===== src/verilog/expand_macros.svh =====
`ifndef EXPAND_MACROS_SVH
`define EXPAND_MACROS_SVH

// Shift buffer depths

// Reads and fires reach at most two slots past issue
`define EXP_RD_DEPTH 3

// Writes must cover the longest FMA pipeline plus its three reads
`define EXP_WR_DEPTH 8

// Functional unit pipeline stages

// Integer unit
`define EXP_INT_STAGES 2

// Integer multiplier
`define EXP_IMUL_STAGES 3

// Fused multiply-add
`define EXP_FMA_STAGES 4

// Datapath widths

// Register address within one bank
`define EXP_REG_W 8

// Element count within one bank
`define EXP_CNT_W 3

// Scalar immediate operand
`define EXP_DATA_W 32

`endif

===== src/verilog/expand_pkg.sv =====
`include "expand_macros.svh"

package expand_pkg;

  // Operation issued by the sequencer
  typedef enum logic [2:0]
  {
    OP_NONE = 3'd0,
    OP_VIU  = 3'd1,
    OP_VAU0 = 3'd2,
    OP_VAU1 = 3'd3,
    OP_VLDQ = 3'd4
  } op_t;

  // Integer unit operand modes
  typedef enum logic [1:0]
  {
    VIU_RR = 2'd0,
    VIU_RI = 2'd1,
    VIU_0R = 2'd2
  } viu_mode_t;

  // Register file write source
  typedef enum logic [1:0]
  {
    WSEL_VAU0 = 2'd0,
    WSEL_VAU1 = 2'd1,
    WSEL_VIU  = 2'd2,
    WSEL_LDQ  = 2'd3
  } wsel_t;

  // One issued vector operation
  typedef struct packed
  {
    op_t                    op;
    logic                   last;
    logic [`EXP_CNT_W-1:0]  cnt;
    logic [`EXP_REG_W-1:0]  vs;
    logic [`EXP_REG_W-1:0]  vt;
    logic [`EXP_REG_W-1:0]  vr;
    logic [`EXP_REG_W-1:0]  vd;
    logic                   vs_zero;
    logic                   vt_zero;
    logic                   vr_zero;
    viu_mode_t              viu_mode;
    logic [3:0]             viu_fn;
    logic [1:0]             vau0_fn;
    // Bit 2 selects the 3-operand FMA
    logic [2:0]             vau1_fn;
    logic [`EXP_DATA_W-1:0] imm;
  } issue_t;

  // Register file read command
  typedef struct packed
  {
    logic                  en;
    logic                  last;
    logic [`EXP_CNT_W-1:0] cnt;
    logic [`EXP_REG_W-1:0] addr;
    // Counts down to 0 on the final operand
    logic [1:0]            oplen;
    // Bits 0-1 feed VAU0, bits 2-4 feed VAU1
    logic [4:0]            rmask;
  } rd_cmd_t;

  // Register file write command
  typedef struct packed
  {
    logic                  en;
    logic                  last;
    logic [`EXP_CNT_W-1:0] cnt;
    logic [`EXP_REG_W-1:0] addr;
    wsel_t                 sel;
  } wr_cmd_t;

  // Functional unit fire command, shared by all units
  typedef struct packed
  {
    logic                   en;
    op_t                    unit;
    logic [3:0]             fn;
    viu_mode_t              viu_mode;
    logic                   src0_zero;
    logic                   src1_zero;
    logic [`EXP_DATA_W-1:0] imm;
  } fu_cmd_t;

endpackage


===== src/verilog/vxu_expand.sv =====
`timescale 1ns/1ns
`include "expand_macros.svh"

module vxu_expand
(
  input  logic                clk,
  input  logic                reset,
  input  expand_pkg::issue_t  issue,
  output expand_pkg::rd_cmd_t rd_cmd,
  output expand_pkg::wr_cmd_t wr_cmd,
  output expand_pkg::fu_cmd_t fu_cmd
);

  logic [`EXP_RD_DEPTH-1:0] rd_ins;
  expand_pkg::rd_cmd_t      rd_data [`EXP_RD_DEPTH];
  logic [`EXP_WR_DEPTH-1:0] wr_ins;
  expand_pkg::wr_cmd_t      wr_data [`EXP_WR_DEPTH];
  logic [`EXP_RD_DEPTH-1:0] fu_ins;
  expand_pkg::fu_cmd_t      fu_data [`EXP_RD_DEPTH];

  expand_ctrl u_ctrl
  (
    .issue   (issue),
    .rd_ins  (rd_ins),
    .rd_data (rd_data),
    .wr_ins  (wr_ins),
    .wr_data (wr_data),
    .fu_ins  (fu_ins),
    .fu_data (fu_data)
  );

  // Register file read schedule
  expand_shift_buf
  #(
    .DEPTH     (`EXP_RD_DEPTH),
    .payload_t (expand_pkg::rd_cmd_t)
  ) u_rd_buf
  (
    .clk      (clk),
    .reset    (reset),
    .ins      (rd_ins),
    .ins_data (rd_data),
    .out      (rd_cmd)
  );

  // Write schedule spans the unit pipeline latency
  expand_shift_buf
  #(
    .DEPTH     (`EXP_WR_DEPTH),
    .payload_t (expand_pkg::wr_cmd_t)
  ) u_wr_buf
  (
    .clk      (clk),
    .reset    (reset),
    .ins      (wr_ins),
    .ins_data (wr_data),
    .out      (wr_cmd)
  );

  // Fires for every unit, tagged by unit
  expand_shift_buf
  #(
    .DEPTH     (`EXP_RD_DEPTH),
    .payload_t (expand_pkg::fu_cmd_t)
  ) u_fu_buf
  (
    .clk      (clk),
    .reset    (reset),
    .ins      (fu_ins),
    .ins_data (fu_data),
    .out      (fu_cmd)
  );

endmodule


===== src/verilog/expand_shift_buf.sv =====
`timescale 1ns/1ns

module expand_shift_buf
#(
  parameter int  DEPTH     = 3,
  parameter type payload_t = logic [7:0]
)
(
  input  logic             clk,
  input  logic             reset,
  input  logic [DEPTH-1:0] ins,
  input  payload_t         ins_data [DEPTH],
  output payload_t         out
);

  // En leads every payload struct, so it is the MSB
  localparam int EN_BIT = $bits(payload_t) - 1;

  payload_t slot      [DEPTH];
  payload_t slot_next [DEPTH];

  always_comb
  begin
    for (int i = 0; i < DEPTH - 1; i++)
    begin
      if (ins[i])
      begin
        slot_next[i] = ins_data[i];
      end
      else
      begin
        slot_next[i] = slot[i+1];
      end
    end

    // Top slot refills empty
    if (ins[DEPTH-1])
    begin
      slot_next[DEPTH-1] = ins_data[DEPTH-1];
    end
    else
    begin
      slot_next[DEPTH-1] = '0;
    end
  end

  always_ff @(posedge clk)
  begin
    if (reset)
    begin
      for (int i = 0; i < DEPTH; i++)
      begin
        slot[i][EN_BIT] <= 1'b0;
      end
    end
    else
    begin
      for (int i = 0; i < DEPTH; i++)
      begin
        slot[i] <= slot_next[i];
      end
    end
  end

  assign out = slot[0];

endmodule


===== src/verilog/expand_ctrl.sv =====
`timescale 1ns/1ns
`include "expand_macros.svh"

module expand_ctrl
(
  input  expand_pkg::issue_t       issue,
  output logic [`EXP_RD_DEPTH-1:0] rd_ins,
  output expand_pkg::rd_cmd_t      rd_data [`EXP_RD_DEPTH],
  output logic [`EXP_WR_DEPTH-1:0] wr_ins,
  output expand_pkg::wr_cmd_t      wr_data [`EXP_WR_DEPTH],
  output logic [`EXP_RD_DEPTH-1:0] fu_ins,
  output expand_pkg::fu_cmd_t      fu_data [`EXP_RD_DEPTH]
);

  localparam int RD_PTR_W = $clog2(`EXP_RD_DEPTH);
  localparam int WR_PTR_W = $clog2(`EXP_WR_DEPTH);

  logic                fma;
  logic                fu_valid;
  logic [RD_PTR_W-1:0] fu_slot;
  expand_pkg::fu_cmd_t fu_cmd;
  logic                wr_valid;
  logic [WR_PTR_W-1:0] wr_slot;
  expand_pkg::wsel_t   wr_sel;
  expand_pkg::wr_cmd_t wr_cmd;

  function automatic expand_pkg::rd_cmd_t rd_entry
  (
    input logic                  last,
    input logic [`EXP_CNT_W-1:0] cnt,
    input logic [`EXP_REG_W-1:0] addr,
    input logic [1:0]            oplen,
    input logic [4:0]            rmask
  );
    expand_pkg::rd_cmd_t cmd;
    cmd.en    = 1'b1;
    cmd.last  = last;
    cmd.cnt   = cnt;
    cmd.addr  = addr;
    cmd.oplen = oplen;
    cmd.rmask = rmask;
    return cmd;
  endfunction

  assign fma = issue.vau1_fn[2];

  // Read schedule, one operand per slot
  always_comb
  begin
    rd_ins = '0;
    for (int i = 0; i < `EXP_RD_DEPTH; i++)
    begin
      rd_data[i] = '0;
    end

    case (issue.op)
      expand_pkg::OP_VIU:
      begin
        case (issue.viu_mode)
          expand_pkg::VIU_RR:
          begin
            rd_ins[1:0] = 2'b11;
            rd_data[0]  = rd_entry(issue.last, issue.cnt, issue.vs, 2'd1, 5'b00000);
            rd_data[1]  = rd_entry(issue.last, issue.cnt, issue.vt, 2'd0, 5'b00000);
          end
          expand_pkg::VIU_0R:
          begin
            rd_ins[0]  = 1'b1;
            rd_data[0] = rd_entry(issue.last, issue.cnt, issue.vt, 2'd0, 5'b00000);
          end
          // Unused mode encoding decodes as register-immediate
          default:
          begin
            rd_ins[0]  = 1'b1;
            rd_data[0] = rd_entry(issue.last, issue.cnt, issue.vs, 2'd0, 5'b00000);
          end
        endcase
      end
      expand_pkg::OP_VAU0:
      begin
        rd_ins[1:0] = 2'b11;
        rd_data[0]  = rd_entry(issue.last, issue.cnt, issue.vs, 2'd1, 5'b00000);
        rd_data[1]  = rd_entry(issue.last, issue.cnt, issue.vt, 2'd0,
                               {3'b000, ~issue.vt_zero, ~issue.vs_zero});
      end
      expand_pkg::OP_VAU1:
      begin
        rd_ins[0]  = 1'b1;
        rd_data[0] = rd_entry(issue.last, issue.cnt, issue.vs, 2'd2, 5'b00000);
        if (fma)
        begin
          rd_ins[2:1] = 2'b11;
          rd_data[1]  = rd_entry(issue.last, issue.cnt, issue.vt, 2'd1, 5'b00000);
          rd_data[2]  = rd_entry(issue.last, issue.cnt, issue.vr, 2'd0,
                                 {~issue.vr_zero, ~issue.vt_zero, ~issue.vs_zero, 2'b00});
        end
        else
        begin
          // Two-operand form sends vt to the third FMA port
          rd_ins[1]  = 1'b1;
          rd_data[1] = rd_entry(issue.last, issue.cnt, issue.vt, 2'd0,
                                {~issue.vt_zero, 1'b0, ~issue.vs_zero, 2'b00});
        end
      end
      default:
      begin
        rd_ins = '0;
      end
    endcase
  end

  // Fire slot and write slot per unit
  always_comb
  begin
    fu_valid      = 1'b0;
    fu_slot       = '0;
    fu_cmd        = '0;
    fu_cmd.en     = 1'b1;
    fu_cmd.unit   = issue.op;
    wr_valid      = 1'b0;
    wr_slot       = '0;
    wr_sel        = expand_pkg::WSEL_VIU;

    case (issue.op)
      expand_pkg::OP_VIU:
      begin
        fu_valid         = 1'b1;
        fu_cmd.fn        = issue.viu_fn;
        fu_cmd.viu_mode  = issue.viu_mode;
        fu_cmd.imm       = issue.imm;
        fu_cmd.src0_zero = issue.vs_zero;
        wr_valid         = 1'b1;
        wr_sel           = expand_pkg::WSEL_VIU;
        if (issue.viu_mode == expand_pkg::VIU_RR)
        begin
          fu_slot          = RD_PTR_W'(1);
          fu_cmd.src1_zero = issue.vt_zero;
          wr_slot          = WR_PTR_W'(`EXP_INT_STAGES + 2);
        end
        else
        begin
          wr_slot = WR_PTR_W'(`EXP_INT_STAGES + 1);
        end
      end
      expand_pkg::OP_VAU0:
      begin
        fu_valid  = 1'b1;
        fu_slot   = RD_PTR_W'(1);
        fu_cmd.fn = {2'b00, issue.vau0_fn};
        wr_valid  = 1'b1;
        wr_slot   = WR_PTR_W'(`EXP_IMUL_STAGES + 2);
        wr_sel    = expand_pkg::WSEL_VAU0;
      end
      expand_pkg::OP_VAU1:
      begin
        fu_valid  = 1'b1;
        fu_slot   = fma ? RD_PTR_W'(2) : RD_PTR_W'(1);
        fu_cmd.fn = {1'b0, issue.vau1_fn};
        wr_valid  = 1'b1;
        wr_slot   = fma ? WR_PTR_W'(`EXP_FMA_STAGES + 3) : WR_PTR_W'(`EXP_FMA_STAGES + 2);
        wr_sel    = expand_pkg::WSEL_VAU1;
      end
      expand_pkg::OP_VLDQ:
      begin
        fu_valid = 1'b1;
        wr_valid = 1'b1;
        wr_sel   = expand_pkg::WSEL_LDQ;
      end
      default:
      begin
        fu_valid = 1'b0;
      end
    endcase
  end

  always_comb
  begin
    wr_cmd      = '0;
    wr_cmd.en   = 1'b1;
    wr_cmd.last = issue.last;
    wr_cmd.cnt  = issue.cnt;
    wr_cmd.addr = issue.vd;
    wr_cmd.sel  = wr_sel;
  end

  // Buffers only load the slot whose insert bit is set
  always_comb
  begin
    for (int i = 0; i < `EXP_RD_DEPTH; i++)
    begin
      fu_ins[i]  = fu_valid && (fu_slot == RD_PTR_W'(i));
      fu_data[i] = fu_cmd;
    end
    for (int i = 0; i < `EXP_WR_DEPTH; i++)
    begin
      wr_ins[i]  = wr_valid && (wr_slot == WR_PTR_W'(i));
      wr_data[i] = wr_cmd;
    end
  end

endmodule


===== config.mk =====
export PLATFORM = sky130hd
export DESIGN_NAME = vxu_expand
export DESIGN_NICKNAME = d
export VERILOG_FILES = /design/src/verilog/expand_pkg.sv /design/src/verilog/vxu_expand.sv /design/src/verilog/expand_shift_buf.sv /design/src/verilog/expand_ctrl.sv
export VERILOG_INCLUDE_DIRS = /design/src /design/src/verilog
export SDC_FILE = /design/constraint.sdc
export NUM_CORES = 1
export LEC_CHECK = 0
export BUFFER_PORTS_ARGS = -buffer_cell sky130_fd_sc_hd__buf_2
export CORE_MARGIN = 8
export CORE_UTILIZATION = 65
export CTS_BUF_LIST = sky130_fd_sc_hd__clkbuf_4 sky130_fd_sc_hd__clkbuf_8
export DETAILED_ROUTE_END_ITERATION = 16
export PLACE_DENSITY_LB_ADDON = 0.3
export SYNTH_ARGS = -nofsm -noshare
export SYNTH_HDL_FRONTEND = slang
export SYNTH_SLANG_ARGS = --single-unit

===== constraint.sdc =====
create_clock -name clk -period 36.4 [get_ports clk]
set_input_delay 7.28 -clock clk [delete_from_list [all_inputs] [get_ports clk]]
set_output_delay 7.28 -clock clk [all_outputs]
set_load 0.01 [all_outputs]

==> impl_metrics.ini, run 1 <==
[status]
outcome = finished, final reports clean

[clock_network]
cts.sink_count = 307
post_cts_resized = 0
tritoncts = built
post_cts.repair.setup_buffers = 0
cts_made_buffers = 48
worst_skew_pair.late_latency_ns = 0.55
htreeDepth = 2
path_clk_slew_ns = 0.06
clock-root-buffer = clkbuf_8
clock_path_buffers = 3
cts-hold-fix-buffers = 0

[floorplanning]
fp.dieW_um = 157.8
die_y_um = 157.8
floorplan.die_area_um2 = 24910
core-area_um2 = 19970
num_io_pins = 166
rows = 52
start_util_pct = 65.47

[placement]
total_of_buffers_placed_on_input_and_output_ports = 165
dp_area_um2 = 13440
place_congestion = 0.7523
dpl.hpwl_um = 14550

[timing]
worst_pin_slew_ns = 1.267
unrepaired_setup_endpoints_after_global_routing = false
finalSetupViolCount = 0
fin_skew_ns = 0.02224
final_hold_viol_count = 0
maxClockFrequency_mhz = 97.87
totalNegativeSetupSlack_ns = 0
period_minus_slack_ns = 10.22
fin_crit_sh_pct = 28.07
finalMaxSlewViolations = 0
timing.max_slew.rel_slack_pct = 13.74

[grt]
first_global_vias = 7297
grt_pass1_wl_um = 38430
grt_remaining_overflow = 0
grtUsageTotal_pct = 19.82
grt_start_max_net_pins = 209
grt_antenna_before_repair = 4

[setup_path]
cpMostUsedCell = buf_4
regToRegSetupSlack_ns = 35.35
timing.critical_path.from_type = primary input
critical_path.slowest_cell = buf_4
cpPeakStageDelay_ns = 0.76
crit_path_max_fanout = 208
worstPathRequired_ns = 36.83
crit_arrival_ns = 10.64
timing_worst_setup_path_type = in -> reg
crit_chain = buf_2 -> buf_4 -> inv_8 -> buf_12 -> buf_4 -> nand3_1 -> nor3_1 -> a31o_1
cpLargestDelayFamily = buffers and inverters
setup.worst_path.end_class = flop
cp.buffers_inverters = 5

[yosys]
synth-main-ff-cell = edfxtp_1
synth_top_cell_by_area = edfxtp_1
synth_enable_flop_cells = 293
warnings_synthesis = 0
synth.top_cells.by_area = edfxtp_1 (67%), buf_4 (4.8%), mux2_2 (4.3%)
count_leader_synth = edfxtp_1
postSynth.asyncResetShare_pct = 0
synthesis.area_um2 = 13080
synth.top_cell.area_share_pct = 67.29
synth_sequential_area_ratio_pct = 69.43
synth_common_cells = edfxtp_1 (293), buf_4 (84), nand3_1 (72)
synth.lib_cells_used.distinct = 42
syn_avg_cell_area_um2 = 13.91
syn_inst = 940
ys_ff_latch = 307

[drt]
finalWirelength_um = 24940
vias_per_cell = 5.662
drt_pre_antenna_iters = 5
drt_iter0_drc = 572
routed-via-count = 7570
antenna_violating_nets_post_route = 0
drc = 0
routedWlPerCell_um = 18.65

[power]
vdd_drop_max_v = 0.00003008
net_switching_component_of_the_power_mw = 0.1682
share_comb_of_total_power_pct = 7.0
p_clk_share_pct = 38.5
p_total_mw = 0.7690
sw_frac_of_total_pct = 21.88
power.density_nw_per_um2 = 53.21
power_frac_seq_pct = 54.5
total_leakage_power_nw = 5.572
internal_power_mw = 0.6008

[finish]
postLayoutCoreUtil_pct = 72.35
post-route-cell-area_um2 = 14450
drive_above_1_share_pct = 30.11
area_delta_synth_final_pct = 10.52
final.fill_count = 1325
nets = 1115

[min_path]
min_path_type = reg -> reg

[flow_run]
maxCapViolCount = 0
## power groups by stage
stage          clock, mW  sequential (mW)  combinational [mW]
4_1_cts            0.302            0.419              0.0543
6_report           0.296            0.419              0.0540
3_5_place_dp           0            0.426              0.0539
2_1_floorplan          0            0.429              0.0432
5_1_grt            0.316            0.421              0.0591
3_3_place_gp           0            0.426              0.0525
## registers in the layout (all words and copies together), names as in the netlist
register and cells:
u_wr_buf.slot 120, u_fu_buf.slot 132, u_rd_buf.slot 55
## logic make-up (layout without fill, tap and decap cells)
group | count (synthesis) | after routing | share of synthesized area (%)
simple gates | 269 | 269 | 10.30
mux | 67 | 67 | 5.779
flops | 307 | 307 | 69.43
other cells | 1 | 40 | 0.02868
buf+inv | 187 | 275 | 8.353
compound gates | 109 | 109 | 6.114
## worst reg2reg max path, cell delays in order, from the launching register on
cell and delay [ns]:
edfxtp_1 0.36, a222oi_1 0.33, nor2_1 0.09
## layer usage
layer	vias up	wire length (um)	global-route usage, %	part of all wire, %
met5	-	35	0	0.14
met4	6	650	7.525	2.6
met3	54	2034	4.723	8.2
met2	292	12010	31.64	48
met1	3688	10210	26.08	41
li1	3530	-	-	-
## cells in the final DEF (no fill, tap or decap), drive strengths merged, types with 25 or more instances in the layout
master / netlist / layout
buf: 113 / 173
nand2: 47 / 47
mux2: 58 / 58
o21ai: 34 / 34
clkbuf: 60 / 75
conb: 1 / 39
and3: 25 / 25
nand3: 72 / 72
nor3: 38 / 38
nor2: 46 / 46
a31o: 35 / 35
edfxtp: 293 / 293
## metrics by stage
step                      setup WS (ns)  hold WS (ns)  cells
after floorplan                   19.73        0.4108    978
after global placement            25.80        0.4039   1248
after detailed placement          25.68        0.4057   1248
after CTS                         26.27        0.4191   1336
after global routing              25.92        0.4219   1337
final                             26.18        0.4162   1337
## layout make-up
class | instances | area [um2] | share of cell area, %
repair buffers | 173 | 898.4 | 6.216
diodes | 1 | 2.502 | 0.01732
clock buffers | 75 | 919.6 | 6.364
multi-input cells | 484 | 3068 | 21.23
well taps | 270 | 337.8 | 2.338
flip-flops and latches | 307 | 9079 | 62.82
inverters | 14 | 60.06 | 0.4156
clock inverters | 13 | 86.33 | 0.5974
## worst paths after layout
check,from,endpoint,cells past startpoint
worst max register to register,u_rd_buf.slot[0][33],u_rd_buf.slot[0][13],2
worst min register to register,u_wr_buf.slot[0][56],u_wr_buf.slot[0][41],0
worst min-delay path,u_wr_buf.slot[0][56],u_wr_buf.slot[0][41],0
worst max-delay path,reset,u_fu_buf.slot[0][13],8
No activity file was read; power rests on OpenSTA's default activity.
==> run 2: changes to the inputs <==
- CORE_UTILIZATION: 65 -> 54
- clock period: 36.4 -> 9 ns (I/O delays scaled with it)
==> impl_metrics.ini, run 2 (synthesis gave the netlist of run 1 again) <==
[status]
outcome = finished, final reports clean

[setup_path]
regToRegSetupSlack_ns = 7.97
setup.worst_path.end_class = flop
worstPathRequired_ns = 9.43
crit_path_max_fanout = 240
timing.critical_path.to = u_fu_buf.slot[0][27]
critPathLaunch = reset
r2r.worst_path.cells = 2
worstReg2RegEnd = u_rd_buf.slot[0][10]
timing.critical_path.from_type = primary input
critical_path.reg2reg.startpoint = u_rd_buf.slot[0][30]
crit_arrival_ns = 4.76
timing_worst_setup_path_type = in -> reg

[clock_network]
post_cts.repair.setup_buffers = 0
tritoncts = built
post_cts_resized = 0
path_clk_slew_ns = 0.07
cts_made_buffers = 50
htreeDepth = 2
cts.sink_count = 307
cts-hold-fix-buffers = 0
clock-root-buffer = clkbuf_8
worst_skew_pair.late_latency_ns = 0.55
clock_path_buffers = 3

[drt]
drc = 0
drt_iter0_drc = 658
finalWirelength_um = 25600
routed-via-count = 7449
antenna_violating_nets_post_route = 0
drt_pre_antenna_iters = 5
vias_per_cell = 5.367
routedWlPerCell_um = 18.44

[timing]
finalSetupViolCount = 0
maxClockFrequency_mhz = 230.7
timing.max_slew.rel_slack_pct = 21.83
worst_case_hold_slack_ns = 0.4112
unrepaired_setup_endpoints_after_global_routing = false
final_hold_viol_count = 0
fin_crit_sh_pct = 48.17
period_minus_slack_ns = 4.335
fin_skew_ns = 0.01773
finalMaxSlewViolations = 0
totalNegativeSetupSlack_ns = 0
worst_pin_slew_ns = 1.167
finalWorstSetupSlack_ns = 4.665

[floorplanning]
rows = 57
core-area_um2 = 24030
fp.dieW_um = 171.6
die_y_um = 171.6
floorplan.die_area_um2 = 29450
num_io_pins = 166
start_util_pct = 54.41

[grt]
grtUsageTotal_pct = 17.19
grt_antenna_before_repair = 3
first_global_vias = 7296
grt_remaining_overflow = 0
grt_start_max_net_pins = 241
grt_pass1_wl_um = 39750

[power]
net_switching_component_of_the_power_mw = 0.6886
power_frac_seq_pct = 54.6
total_leakage_power_nw = 5.556
internal_power_mw = 2.415
power.density_nw_per_um2 = 214.1
vdd_drop_max_v = 0.00009277
sw_frac_of_total_pct = 22.19
p_clk_share_pct = 38.3
share_comb_of_total_power_pct = 7.1

[placement]
total_of_buffers_placed_on_input_and_output_ports = 165
placement.setup.worst_slack_ns = 4.212
dpl.hpwl_um = 14770
place_congestion = 0.7175

[min_path]
cells_on_worst_hold_path = 0
min_path_type = reg -> reg

[finish]
area_delta_synth_final_pct = 10.89
largest-register = u_fu_buf.slot
layout_common_cells = edfxtp_1 (293), buf_2 (165), nand3_1 (72)
drive_above_1_share_pct = 30.10
largest_register_ffs = 132
nets = 1116
layout_commonest_cell = edfxtp_1
largestRegisters = u_fu_buf.slot x132, u_wr_buf.slot x120, u_rd_buf.slot x55
final.fill_count = 1878

[flow_run]
maxCapViolCount = 0
-- run 2: layer usage --
metal | share of wire [%] | GRT usage (%) | vias up
met5 | 0.098 | 0 | -
met4 | 1.8 | 5.520 | 4
met3 | 7.5 | 4.476 | 44
met2 | 48 | 27.10 | 268
met1 | 43 | 23.05 | 3613
li1 | - | - | 3520
-- run 2: layout make-up --
| class | instances | area [um2] | area share (%) |
|---|---|---|---|
| antenna | 1 | 2.502 | 0.01726 |
| clock buffer | 76 | 939.7 | 6.480 |
| clock inverter | 10 | 55.05 | 0.3797 |
| inverter | 14 | 60.06 | 0.4142 |
| multi-input combinational | 484 | 3068 | 21.16 |
| sequential | 307 | 9079 | 62.61 |
| tap | 324 | 405.4 | 2.796 |
| timing repair buffer | 172 | 890.9 | 6.144 |
-- run 2: power groups by stage --
stage | logic, mW | clock network [mW] | registers (mW)
6_report | 0.219 | 1.19 | 1.70
3_5_place_dp | 0.220 | 0 | 1.73
4_1_cts | 0.221 | 1.22 | 1.70
2_1_floorplan | 0.174 | 0 | 1.73
3_3_place_gp | 0.217 | 0 | 1.72
5_1_grt | 0.241 | 1.28 | 1.70
-- run 2: worst min path at each step --
stage                               startpoint                    to  slack, ns
final                     u_wr_buf.slot[0][47]  u_wr_buf.slot[0][32]       0.41
after global routing      u_wr_buf.slot[0][47]  u_wr_buf.slot[0][32]       0.42
after CTS                 u_wr_buf.slot[0][47]  u_wr_buf.slot[0][32]       0.41
after detailed placement  u_wr_buf.slot[0][36]  u_wr_buf.slot[0][21]       0.40
after global placement    u_wr_buf.slot[0][37]  u_wr_buf.slot[0][22]       0.40
after floorplan           u_fu_buf.slot[0][87]  u_fu_buf.slot[0][43]       0.41
-- run 2: critical path, stage by stage --
cell     delay, ns
buf_2         0.10
buf_4         0.30
inv_8         0.70
buf_12        0.90
nand3_1       0.27
nor3_1        0.30
a31o_1        0.13
-- run 2: through the flow --
step / std cells / area [um2] / power [mW] / utilization [%]
final: 1388 / 14500 / 3.104 / 60.33
after global routing: 1388 / 14500 / 3.227 / 60.33
after CTS: 1387 / 14500 / 3.140 / 60.32
after detailed placement: 1301 / 13500 / 1.945 / 56.18
after global placement: 1301 / 13500 / 1.939 / 56.18
after floorplan: 978 / 13220 / 1.900 / -
==> run 3: changes to the inputs <==
- ABC_AREA: not set -> 1
- CORE_UTILIZATION: 54 -> 60
- clock period: 9 -> 4 ns (I/O delays scaled with it)
==> impl_metrics.ini, run 3 <==
[floorplanning]
die_y_um = 164.9
floorplan.die_area_um2 = 27190
num_io_pins = 166
fp.dieW_um = 164.9
start_util_pct = 60.94
rows = 54
core-area_um2 = 21820

[yosys]
synth-main-ff-cell = edfxtp_1
syn_avg_cell_area_um2 = 10.62
synth_top_cell_by_area = edfxtp_1
synth.lib_cells_used.distinct = 28
synth_enable_flop_cells = 293
syn_inst = 1252
synth_sequential_area_ratio_pct = 68.26
ys_ff_latch = 307
synth.top_cell.area_share_pct = 66.15
synth_common_cells = edfxtp_1 (293), nor2_1 (279), nand2_1 (188)
count_leader_synth = edfxtp_1
synthesis.area_um2 = 13300
synth.top_cells.by_area = edfxtp_1 (66%), nor2_1 (7.9%), nand2_1 (5.3%)
postSynth.asyncResetShare_pct = 0
warnings_synthesis = 0

[drt]
finalWirelength_um = 25580
drt_pre_antenna_iters = 5
routed-via-count = 8422
routedWlPerCell_um = 15.23
drc = 0
antenna_violating_nets_post_route = 0
drt_iter0_drc = 836
vias_per_cell = 5.013

[setup_path]
crit_chain = buf_2 -> nor2_1 -> nand3_2 -> nand2_1 -> buf_4 -> inv_2 -> nor2_1 -> nor2_1
cpMostUsedCell = nor2_1
worstPathRequired_ns = 4.29
critical_path.slowest_cell = nand3_2
setup.worst_path.end_class = flop
timing.critical_path.from_type = primary input
timing_worst_setup_path_type = in -> reg
crit_path_max_fanout = 41
crit_arrival_ns = 2.58
cpPeakStageDelay_ns = 0.33
r2r.worst_path.cells = 2

[timing]
fin_skew_ns = 0.02292
final_hold_viol_count = 0
timing.max_slew.rel_slack_pct = 36.51
maxClockFrequency_mhz = 437.6
finalSetupViolCount = 0
fin_crit_sh_pct = 57.13
period_minus_slack_ns = 2.285
worst_pin_slew_ns = 0.9523
finalMaxSlewViolations = 0
totalNegativeSetupSlack_ns = 0
unrepaired_setup_endpoints_after_global_routing = false

[finish]
largest-register = u_fu_buf.slot
area_delta_synth_final_pct = 11.67
drive_above_1_share_pct = 20.69
sequential_cell_area_um2 = 9079
post-route-cell-area_um2 = 14850
largestRegisters = u_fu_buf.slot x132, u_wr_buf.slot x120, u_rd_buf.slot x55
final.fill_count = 1621
multi_input_comb_area_um2 = 2849
layout_commonest_cell = edfxtp_1
postLayoutCoreUtil_pct = 68.06
largest_register_ffs = 132
layout_common_cells = edfxtp_1 (293), nor2_1 (279), nand2_1 (188)
fin_cells = 1680
nets = 1447

[placement]
dpl.hpwl_um = 16370
place.detailed.instances = 1590
total_of_buffers_placed_on_input_and_output_ports = 165
place_congestion = 0.7723
dp_area_um2 = 13850

[clock_network]
worst_skew_pair.late_latency_ns = 0.55
clock-root-buffer = clkbuf_8
path_clk_slew_ns = 0.06
post_cts.repair.setup_buffers = 0
cts_made_buffers = 48
cts.sink_count = 307
post_cts_resized = 0
cts-hold-fix-buffers = 0
tritoncts = built
htreeDepth = 2
clock_path_buffers = 3

[grt]
grt_pass1_wl_um = 39730
grt_antenna_before_repair = 0
grtUsageTotal_pct = 18.31
first_global_vias = 8115
grt_remaining_overflow = 0
grt_start_max_net_pins = 148

[power]
total_leakage_power_nw = 6.696
vdd_drop_max_v = 0.0002590
power.density_nw_per_um2 = 475.5

[status]
outcome = finished, final reports clean

[flow_run]
maxCapViolCount = 0

[min_path]
cells_on_worst_hold_path = 2
min_path_type = reg -> reg
==> run 3: cell types whose count changed after synthesis, sizes merged, moves of 37 or more <==
| cell | previous run | this run |
|---|---|---|
| inv | 14 | 142 |
| mux2 | 58 | 0 |
| o21ai | 34 | 117 |
| nor2 | 46 | 283 |
| nor3 | 38 | 1 |
| nand3 | 72 | 11 |
| nand2 | 47 | 189 |
==> run 3: worst max-delay path, delay by kind of cell <==
| family | cells | cell delay [ns] |
|---|---|---|
| and+or+nand+nor | 5 | 1.05 |
| buffers and inverters | 3 | 0.70 |
==> run 3: logic make-up (layout without fill, tap and decap cells) <==
| logic type | count (synthesis) | in the layout | share of synthesized area, % |
|---|---|---|---|
| simple gates | 488 | 488 | 14.24 |
| flops | 307 | 307 | 68.26 |
| buf+inv | 306 | 413 | 11.48 |
| compound gates | 150 | 150 | 5.993 |
| other cells | 1 | 42 | 0.02819 |
==> run 3: layer usage <==
metal  wire [um]  up-vias  GRT usage, %  share of wire (%)
met5           0        -             0                  0
met4         671        0         6.716                2.6
met3        2162       55         4.138                8.5
met2       12050      304         29.96                 47
met1       10700     3907         23.65                 42
li1            -     4156             -                  -
==> run 3: worst paths after layout <==
check | startpoint | endpoint | slack (ns)
setup reg to reg | u_rd_buf.slot[0][31] | u_rd_buf.slot[0][11] | 3.05
setup / recovery | issue[42] | u_fu_buf.slot[0][49] | 1.71
hold / removal | u_wr_buf.slot[0][44] | u_wr_buf.slot[0][29] | 0.40
hold reg to reg | u_wr_buf.slot[0][44] | u_wr_buf.slot[0][29] | 0.40
==> run 3: power breakdown <==
part	total (mW)	switching (mW)	internal (mW)
registers	3.83	0.0522	3.78
clock network	2.67	1.15	1.52
logic	0.568	0.380	0.188
==> run 3: layout make-up <==
cell class	count	area share [%]
Multi-Input combinational cell	677	19.18
Inverter	142	3.639
Antenna cell	3	0.05054
Sequential cell	307	61.12
Tap cell	280	2.359
Timing Repair Buffer	184	6.941
Clock buffer	83	6.554
Clock inverter	4	0.1516
==> run 3: stage by stage <==
step | setup WS (ns) | hold WS, ns | power [mW]
floorplan | 0.3133 | 0.3883 | 4.333
CTS | 1.703 | 0.4048 | 7.121
global placement | 1.191 | 0.3963 | 4.432
detailed placement | 1.144 | 0.3994 | 4.462
finish | 1.715 | 0.4016 | 7.062
global route | 1.540 | 0.4207 | 7.327
